--- src/include/osf_defs.svh ---
`ifndef OSF_DEFS_SVH
`define OSF_DEFS_SVH

// ----------------------------------------------------------
// Channel layout
// ----------------------------------------------------------
// Channels per ADC frame
`define OSF_N_CHAN 8
// Channel index width
`define OSF_W_CHAN 3

// ----------------------------------------------------------
// Data path widths
// ----------------------------------------------------------
// Signed ADC sample
`define OSF_W_DATA 18
// Accumulator, narrow enough to hit saturation
`define OSF_W_SUM 24
// Oversample exponent, ratio 1 to 128
`define OSF_W_OS 3
// Sample count, wide enough to hold 2^(2^W_OS - 1)
`define OSF_W_COUNT (1 << `OSF_W_OS)

// ----------------------------------------------------------
// Register write bus
// ----------------------------------------------------------
`define OSF_W_ADDR 16
`define OSF_W_WDATA 32
// Per-channel oversample exponent
`define OSF_ADDR_OS 16'h0010
// Per-channel clear request, bit 0
`define OSF_ADDR_CLR 16'h0011

`endif

--- src/osf_pkg.sv ---
`include "osf_defs.svh"

package osf_pkg;

    // ----------------------------------------------------------
    // Width types
    // ----------------------------------------------------------
    typedef logic [`OSF_W_CHAN-1:0] chan_t;
    typedef logic signed [`OSF_W_DATA-1:0] sample_t;
    typedef logic signed [`OSF_W_SUM-1:0] sum_t;
    typedef logic [`OSF_W_OS-1:0] os_t;
    typedef logic [`OSF_W_COUNT-1:0] count_t;
    typedef logic [`OSF_W_ADDR-1:0] reg_addr_t;
    typedef logic [`OSF_W_WDATA-1:0] reg_wdata_t;

    // ----------------------------------------------------------
    // Bundles
    // ----------------------------------------------------------
    // One tagged sample, used for stream, avg and results
    typedef struct packed {
        logic valid;
        chan_t chan;
        sample_t data;
    } chan_sample_t;

    // Register write strobe bus
    // chan is a full-width register field, range checked by the decoder
    typedef struct packed {
        logic en;
        reg_addr_t addr;
        reg_addr_t chan;
        reg_wdata_t data;
    } reg_wr_t;

    // Parallel ADC frame, element c belongs to channel c
    typedef sample_t [`OSF_N_CHAN-1:0] frame_t;

endpackage

--- src/frame_serializer.sv ---
`include "osf_defs.svh"

module frame_serializer (
    input  logic clk_in,
    input  logic arst_n,
    input  logic frame_valid,
    input  osf_pkg::frame_t frame,
    output osf_pkg::chan_sample_t stream
);

    localparam osf_pkg::chan_t LAST_CHAN = osf_pkg::chan_t'(`OSF_N_CHAN - 1);

    // ----------------------------------------------------------
    // State
    // ----------------------------------------------------------
    osf_pkg::frame_t frame_q;
    logic busy;
    // Next channel to emit while busy
    osf_pkg::chan_t cnt;

    logic stream_valid;
    osf_pkg::chan_t stream_chan;
    osf_pkg::sample_t stream_data;

    // Channel 0 goes out straight from the incoming frame
    // Strobes during busy are dropped
    always_ff @(posedge clk_in or negedge arst_n) begin
        if (!arst_n) begin
            busy <= 1'b0;
            cnt <= '0;
            stream_valid <= 1'b0;
            stream_chan <= '0;
        end else if (busy) begin
            stream_valid <= 1'b1;
            stream_chan <= cnt;
            cnt <= cnt + 1'b1;
            // Last channel out, ready for next frame
            if (cnt == LAST_CHAN) begin
                busy <= 1'b0;
            end
        end else if (frame_valid) begin
            stream_valid <= 1'b1;
            stream_chan <= '0;
            cnt <= osf_pkg::chan_t'(1);
            busy <= 1'b1;
        end else begin
            stream_valid <= 1'b0;
        end
    end

    // Sample payload
    always_ff @(posedge clk_in) begin
        if (busy) begin
            stream_data <= frame_q[cnt];
        end else if (frame_valid) begin
            frame_q <= frame;
            stream_data <= frame[0];
        end
    end

    assign stream = '{valid: stream_valid, chan: stream_chan, data: stream_data};

endmodule

--- src/chan_config_regs.sv ---
`include "osf_defs.svh"

module chan_config_regs (
    input  logic clk_in,
    input  logic arst_n,
    input  osf_pkg::reg_wr_t reg_wr,
    output osf_pkg::os_t [`OSF_N_CHAN-1:0] os_ratio,
    output logic [`OSF_N_CHAN-1:0] clr_mask
);

    // ----------------------------------------------------------
    // Write decode
    // ----------------------------------------------------------
    logic chan_ok;
    logic wr_ok;
    osf_pkg::chan_t wr_chan;

    // Channel field is 16 bits wide on the bus
    assign chan_ok = (reg_wr.chan < `OSF_N_CHAN);
    assign wr_ok = reg_wr.en && chan_ok;
    // Low bits only, upper bits already checked
    assign wr_chan = reg_wr.chan[`OSF_W_CHAN-1:0];

    // ----------------------------------------------------------
    // Ratio and clear registers
    // ----------------------------------------------------------
    // Ratio holds until rewritten
    // Clear bit lives for one cycle only
    always_ff @(posedge clk_in or negedge arst_n) begin
        if (!arst_n) begin
            os_ratio <= '0;
            clr_mask <= '0;
        end else begin
            // Self-clear by default
            clr_mask <= '0;
            if (wr_ok) begin
                case (reg_wr.addr)
                    `OSF_ADDR_OS: begin
                        // Exponent k, ratio 2^k
                        os_ratio[wr_chan] <= reg_wr.data[`OSF_W_OS-1:0];
                    end
                    `OSF_ADDR_CLR: begin
                        // Only bit 0 requests a clear
                        clr_mask[wr_chan] <= reg_wr.data[0];
                    end
                    default: begin
                        // Unmapped address, no effect
                    end
                endcase
            end
        end
    end

endmodule

--- src/oversample_filter.sv ---
`include "osf_defs.svh"

module oversample_filter (
    input  logic clk_in,
    input  logic arst_n,
    input  osf_pkg::chan_sample_t stream,
    input  osf_pkg::os_t [`OSF_N_CHAN-1:0] os_ratio,
    input  logic [`OSF_N_CHAN-1:0] clr_mask,
    output osf_pkg::chan_sample_t avg
);

    // Saturation limits of the accumulator
    localparam osf_pkg::sum_t SUM_MAX = {1'b0, {(`OSF_W_SUM - 1){1'b1}}};
    localparam osf_pkg::sum_t SUM_MIN = {1'b1, {(`OSF_W_SUM - 1){1'b0}}};

    // ----------------------------------------------------------
    // Per-channel sum and count
    // ----------------------------------------------------------
    osf_pkg::sum_t sum_mem [`OSF_N_CHAN];
    osf_pkg::count_t count_mem [`OSF_N_CHAN];

    // ----------------------------------------------------------
    // Stage 1 fetch
    // ----------------------------------------------------------
    logic v1;
    osf_pkg::chan_t chan1;
    osf_pkg::sample_t din1;
    osf_pkg::sum_t sum1;
    osf_pkg::count_t cnt1;

    // Sample arriving with its clear is dropped
    always_ff @(posedge clk_in or negedge arst_n) begin
        if (!arst_n) begin
            v1 <= 1'b0;
        end else begin
            v1 <= stream.valid && !clr_mask[stream.chan];
        end
    end

    // No forwarding needed
    // Same channel returns only after N_CHAN cycles
    always_ff @(posedge clk_in) begin
        chan1 <= stream.chan;
        din1 <= stream.data;
        sum1 <= sum_mem[stream.chan];
        cnt1 <= count_mem[stream.chan];
    end

    // ----------------------------------------------------------
    // Stage 2 accumulate
    // ----------------------------------------------------------
    // One guard bit over the sum
    logic signed [`OSF_W_SUM:0] sum_wide;
    osf_pkg::sum_t sum_sat;

    always_comb begin
        sum_wide = sum1 + din1;
        // Clamp to signed range
        if (sum_wide > SUM_MAX) begin
            sum_sat = SUM_MAX;
        end else if (sum_wide < SUM_MIN) begin
            sum_sat = SUM_MIN;
        end else begin
            sum_sat = sum_wide[`OSF_W_SUM-1:0];
        end
    end

    logic v2;
    osf_pkg::chan_t chan2;
    osf_pkg::sum_t sum2;
    osf_pkg::count_t cnt2;
    osf_pkg::os_t os2;

    always_ff @(posedge clk_in or negedge arst_n) begin
        if (!arst_n) begin
            v2 <= 1'b0;
        end else begin
            v2 <= v1 && !clr_mask[chan1];
        end
    end

    always_ff @(posedge clk_in) begin
        chan2 <= chan1;
        sum2 <= sum_sat;
        cnt2 <= cnt1 + 1'b1;
        // Ratio read late so a fresh write applies to this sample
        os2 <= os_ratio[chan1];
    end

    // ----------------------------------------------------------
    // Stage 3 shift and writeback
    // ----------------------------------------------------------
    logic wb_en;
    logic group_done;
    osf_pkg::sum_t sum_shift;

    assign wb_en = v2 && !clr_mask[chan2];
    // Group complete at exactly 2^k samples
    assign group_done = (cnt2 == (osf_pkg::count_t'(1) << os2));
    // Arithmetic shift, sign kept
    assign sum_shift = sum2 >>> os2;

    logic avg_valid;
    osf_pkg::chan_t avg_chan;
    osf_pkg::sample_t avg_data;

    always_ff @(posedge clk_in or negedge arst_n) begin
        if (!arst_n) begin
            avg_valid <= 1'b0;
        end else begin
            // Only the completing sample produces output
            avg_valid <= wb_en && group_done;
        end
    end

    always_ff @(posedge clk_in) begin
        avg_chan <= chan2;
        // Truncate to sample width
        avg_data <= sum_shift[`OSF_W_DATA-1:0];
    end

    // Writeback and clear of the channel memory
    always_ff @(posedge clk_in or negedge arst_n) begin
        if (!arst_n) begin
            for (int i = 0; i < `OSF_N_CHAN; i++) begin
                sum_mem[i] <= '0;
                count_mem[i] <= '0;
            end
        end else begin
            if (wb_en) begin
                // Restart group after output
                sum_mem[chan2] <= group_done ? '0 : sum2;
                count_mem[chan2] <= group_done ? '0 : cnt2;
            end
            // Clear wins over writeback
            for (int i = 0; i < `OSF_N_CHAN; i++) begin
                if (clr_mask[i]) begin
                    sum_mem[i] <= '0;
                    count_mem[i] <= '0;
                end
            end
        end
    end

    assign avg = '{valid: avg_valid, chan: avg_chan, data: avg_data};

endmodule

--- src/result_store.sv ---
`include "osf_defs.svh"

module result_store (
    input  logic clk_in,
    input  logic arst_n,
    input  osf_pkg::chan_sample_t avg,
    input  logic rd_en,
    input  osf_pkg::chan_t rd_chan,
    output osf_pkg::sample_t rd_data,
    output logic rd_fresh,
    output logic rd_valid
);

    // ----------------------------------------------------------
    // Latest result per channel
    // ----------------------------------------------------------
    osf_pkg::sample_t avg_mem [`OSF_N_CHAN];
    logic [`OSF_N_CHAN-1:0] fresh;

    // New result sets fresh
    // Read clears it unless a result lands in the same cycle
    always_ff @(posedge clk_in or negedge arst_n) begin
        if (!arst_n) begin
            for (int i = 0; i < `OSF_N_CHAN; i++) begin
                avg_mem[i] <= '0;
            end
            fresh <= '0;
            rd_data <= '0;
            rd_fresh <= 1'b0;
            rd_valid <= 1'b0;
        end else begin
            rd_valid <= rd_en;
            if (rd_en) begin
                // Registered read, returns the old value on a collision
                rd_data <= avg_mem[rd_chan];
                rd_fresh <= fresh[rd_chan];
                fresh[rd_chan] <= 1'b0;
            end
            if (avg.valid) begin
                avg_mem[avg.chan] <= avg.data;
                fresh[avg.chan] <= 1'b1;
            end
        end
    end

endmodule

--- src/osf_top.sv ---
`include "osf_defs.svh"

module osf_top (
    input  logic clk_in,
    input  logic arst_n,
    input  logic frame_valid,
    input  osf_pkg::frame_t frame,
    input  osf_pkg::reg_wr_t reg_wr,
    input  logic rd_en,
    input  osf_pkg::chan_t rd_chan,
    output osf_pkg::chan_sample_t avg,
    output osf_pkg::sample_t rd_data,
    output logic rd_fresh,
    output logic rd_valid
);

    // ----------------------------------------------------------
    // Internal nets
    // ----------------------------------------------------------
    osf_pkg::chan_sample_t stream;
    osf_pkg::os_t [`OSF_N_CHAN-1:0] os_ratio;
    logic [`OSF_N_CHAN-1:0] clr_mask;

    // Frame to per-channel stream, channel c after c+1 cycles
    frame_serializer frame_serializer_inst (
        .clk_in      (clk_in),
        .arst_n      (arst_n),
        .frame_valid (frame_valid),
        .frame       (frame),
        .stream      (stream)
    );

    // Ratio and clear registers
    chan_config_regs chan_config_regs_inst (
        .clk_in   (clk_in),
        .arst_n   (arst_n),
        .reg_wr   (reg_wr),
        .os_ratio (os_ratio),
        .clr_mask (clr_mask)
    );

    // Three-stage averaging pipeline
    oversample_filter oversample_filter_inst (
        .clk_in   (clk_in),
        .arst_n   (arst_n),
        .stream   (stream),
        .os_ratio (os_ratio),
        .clr_mask (clr_mask),
        .avg      (avg)
    );

    // Read-back of the latest averages
    result_store result_store_inst (
        .clk_in   (clk_in),
        .arst_n   (arst_n),
        .avg      (avg),
        .rd_en    (rd_en),
        .rd_chan  (rd_chan),
        .rd_data  (rd_data),
        .rd_fresh (rd_fresh),
        .rd_valid (rd_valid)
    );

endmodule

--- config.mk ---
export PLATFORM = sky130hd
export DESIGN_NAME = osf_top
export DESIGN_NICKNAME = d
export VERILOG_FILES = /design/src/osf_pkg.sv /design/src/frame_serializer.sv /design/src/chan_config_regs.sv /design/src/oversample_filter.sv /design/src/result_store.sv /design/src/osf_top.sv
export VERILOG_INCLUDE_DIRS = /design/src /design/src/include
export SDC_FILE = /design/constraint.sdc
export NUM_CORES = 1
export LEC_CHECK = 0
export BUFFER_PORTS_ARGS = -buffer_cell sky130_fd_sc_hd__buf_2
export CAP_MARGIN = 20
export CORE_ASPECT_RATIO = 2
export CORE_MARGIN = 2
export CORE_UTILIZATION = 45
export DETAILED_ROUTE_END_ITERATION = 12
export MAX_ROUTING_LAYER = met4
export PLACE_DENSITY_LB_ADDON = 0.08
export SLEW_MARGIN = 25
export SYNTH_ARGS = -nofsm -noshare
export SYNTH_HDL_FRONTEND = slang
export SYNTH_SLANG_ARGS = --single-unit
--- constraint.sdc ---
create_clock -name clk_in -period 10.5 [get_ports clk_in]
set_clock_uncertainty 0.1 [all_clocks]
set_input_delay 1.575 -clock clk_in [delete_from_list [all_inputs] [get_ports clk_in]]
set_output_delay 1.575 -clock clk_in [all_outputs]
set_load 0.005 [all_outputs]
==> key figures <==
Outcome
  • Status: complete, no violations

Setup path
  • Crit path DAT: a little under 4000 ps
  • CP Data Required Time: 10860 ps
  • R2r worst-path depth: 10
  • Startpoint types: register
  • WS Path Type: register to register
  • CP Max Fanout: 20
  • CP endpoint kind: register
  • Reg-to-Reg Start: oversample_filter_inst.din1[0]
  • Reg-to-reg slack, setup: 6890 ps
  • Reg-to-reg endpoint: oversample_filter_inst.sum2[6]

Final layout
  • # fillers: 6134
  • Area growth syn-to-layout: 13.1%
  • Commonest non-fill, non-tap cell in the layout: dfrtp_1
  • Final nets: 2771
  • Most frequent cells in the layout: dfrtp_1 (466), o21ai_0 (299), nand3b_1 (260)
  • Ant. Diodes: 0
  • Share of layout cells above drive strength 1: 29.0%

STA
  • Hold Fails Final Rpt: 0
  • Crit path time final: 3610 ps
  • Max_slew headroom: about a third
  • Setup-failing EPs final: 0
  • Max Fclk: approximately 280 MHz
  • Worst slew pin tran: 984 ps
  • Unrepaired setup endpoints after global routing: false
  • Setup TNS: 0 ps
  • Final Max Slew Viols: 0
  • Final cycle utilization of the critical path: 34.4%
  • Post-route setup slack: slightly below 7000 ps

Global route
  • Initial antenna violation count: 0
  • Global-route wire length before repair: around 130000 microns
  • Tot GR Track Use: between 20% and 30%
  • GR Overflow Total: 0
  • Largest net degree at the start of global routing: roughly 160
  • Grt met2 use: a little over two fifths
  • Vias in the first global route: between 20000 and 25000
  • Busiest grt layer: met2
  • Met3 Usage GRT: under 10%
  • Met1 usage: about a quarter

Clock network
  • H-tree depth: 3
  • CTS sink count: roughly 750
  • Setup Fix Bufs, Post-CTS: 0
  • Root buf cell: clkbuf_16
  • Num CTS Buffers: 70
  • Resized cells post-CTS: 0
  • # hold bufs at CTS: 0
  • Clk pin slew, worst setup/hold paths: about 60 ps
  • Max Root-Sink Buffers: 3
  • Clk_lat worst skew: between 600 and 700 ps
  • CTS tree: built

Synthesis
  • Syn nets: 2598
  • Cells after synthesis: 2354
  • Post-synth EDFFs: 162
  • Synth Flop Type: dfrtp_1
  • Async S/R FF share, synth: 63.2%
  • Register area share after synthesis: 58.9%
  • Yosys reg bits: 745
  • Syn_area_per_cell: roughly 14 sq um
  • Synthesized area: approximately 32000 sq um
  • Post-synth cell types: 62
  • Synth warnings: 0

Detailed routing
  • Drt wl/cell: between 20 and 25 microns
  • Detail-routed via count per cell: 5.77
  • DRT antenna net count: 0
  • Final WL: slightly above 80000 microns
  • DR pass1 iterations: 8
  • Initial DRC Count: around 1000
  • # DRC: 0
  • Total number of vias: between 20000 and 25000

Worst hold path
  • Hold depth: 0
  • WHS Endpoint: oversample_filter_inst.din1[8]
  • Hold crit path type: register to register
  • Worst Hold Launch: frame_serializer_inst.stream_data[8]

Floorplanning
  • Die Y-Extent: between 300 and 400 microns
  • Cell Rows: 138
  • Ports: 258
  • Initial Util: a little under half
  • Die Span X: a little under 200 microns
  • CORE AREA: 70600 sq um
  • DIE AREA: around 74000 sq um

Pwr
  • Maximum vdd drop: 0.214 mV
  • Leak: 14.6 nW
  • Pwr dens: roughly 250 nW/um^2

Placed design
  • Port Buf Inserts: roughly 230
  • Pre-CTS setup slack: around 6300 ps
  • Placer's final routability congestion estimate: around 0.82
  • Hpwl dp: just over 50000 microns

Job
  • Max_cap viols: 0
==> cell type report <==
class	count	area, sq um	share of cell area, %
sequential	745	18900	52.1
multi-input combinational	1431	12600	34.6
clock buffer	107	2050	5.66
timing repair buffer	266	1460	4.03
tap	910	1140	3.14
clock inverter	18	113	0.310
inverter	13	48.8	0.135
==> logic make-up (layout without fill, tap and decap cells) <==
family / Yosys count / count (layout) / synth area share [%]
buffers and inverters: 178 / 404 / 2.18
AO/OA/AOI/OAI: 434 / 434 / 7.34
flip-flops: 745 / 745 / 58.9
AND/OR/NAND/NOR: 524 / 524 / 9.95
multiplexers: 417 / 417 / 19.8
XOR/XNOR: 25 / 25 / 0.682
adder cells (fa/ha/maj): 31 / 31 / 1.21
==> cells in the mapped netlist (4+ instances only) <==
library cell	count	area [sq um]
dfrtp_1	471	11800
buf_2	15	75.1
a21oi_1	70	350
nand4_1	9	56.3
edfxtp_1	162	4860
clkbuf_1	134	503
a21o_1	13	97.6
nand2b_1	17	106
buf_1	14	52.6
nand4b_1	5	43.8
mux4_2	152	3420
dfxtp_1	112	2240
o21ai_0	299	1500
nor2b_1	7	43.8
a31oi_1	4	25.0
xnor2_1	15	131
nand3_1	14	70.1
inv_1	12	45.0
o211ai_1	7	52.6
nor4_1	7	43.8
nand2_1	101	379
nor3_1	6	30.0
o31ai_1	5	37.5
a211oi_1	6	45.0
mux2_2	212	2390
and2_1	9	56.3
o21ai_1	10	50.1
nor2_1	67	251
and3_1	10	62.6
mux2i_1	53	531
nand3b_1	260	1950
xor2_1	10	87.6
ha_1	27	338
==> routing by layer <==
layer	wire, microns	vias up
met3	3790	170
met4	2680	0
met1	29900	10300
met2	45300	600
li1	-	9107
met5	0	-
==> flip-flops by register name (all words and copies together) (netlist names), 8 cells and up <==
register and flops:
chan_config_regs_inst.clr_mask 8, chan_config_regs_inst.os_ratio 24, frame_serializer_inst.frame_q 144, frame_serializer_inst.stream_data 18, oversample_filter_inst.avg_data 18, oversample_filter_inst.cnt1 8, oversample_filter_inst.cnt2 8, oversample_filter_inst.count_mem 64
oversample_filter_inst.din1 18, oversample_filter_inst.sum1 24, oversample_filter_inst.sum2 24, oversample_filter_inst.sum_mem 192, result_store_inst.avg_mem 144, result_store_inst.fresh 8, result_store_inst.rd_data 18
==> worst max-delay path by stage <==
stage	start	to	cells past startpoint	slack, ps
detailed placement	arst_n	oversample_filter_inst.sum_mem[158]	3	6320
global route	oversample_filter_inst.sum1[0]	oversample_filter_inst.sum2[2]	10	6680
global placement	arst_n	oversample_filter_inst.sum_mem[134]	3	6470
finish	oversample_filter_inst.din1[0]	oversample_filter_inst.sum2[6]	10	6890
CTS	oversample_filter_inst.sum1[0]	oversample_filter_inst.sum2[6]	10	6890
floorplan	frame_valid	frame_serializer_inst.frame_q[0]	1	1930
==> report_power, final <==
| part | internal (mW) | switching (mW) | total (mW) |
|---|---|---|---|
| Sequential | 3.61 | 0.534 | 4.14 |
| Clock | 1.37 | 1.09 | 2.46 |
| Combinational | 1.10 | 1.19 | 2.30 |
==> critical path: stages (launching register included) <==
cell and delay (ps):
dfxtp_1 320, ha_1 220, fa_1 470, a21oi_1 220, nand3b_1 210, a221o_1 250
nand3_1 160, o21ai_1 330, o22ai_2 270, nand2_1 650, o21ai_0 230
==> stage by stage <==
stage	hold WS (ps)	utilization [%]	std cells	power, mW	cell area [sq um]
global route	250	51.4	3490	9.39	36300
floorplan	223	-	2354	5.68	32100
finish	243	51.4	3490	8.90	36300
CTS	245	51.4	3490	9.04	36300
global placement	229	48.3	3365	6.46	34100
detailed placement	229	48.3	3365	6.56	34100
Note: power is estimated with default switching activity, not from simulation.
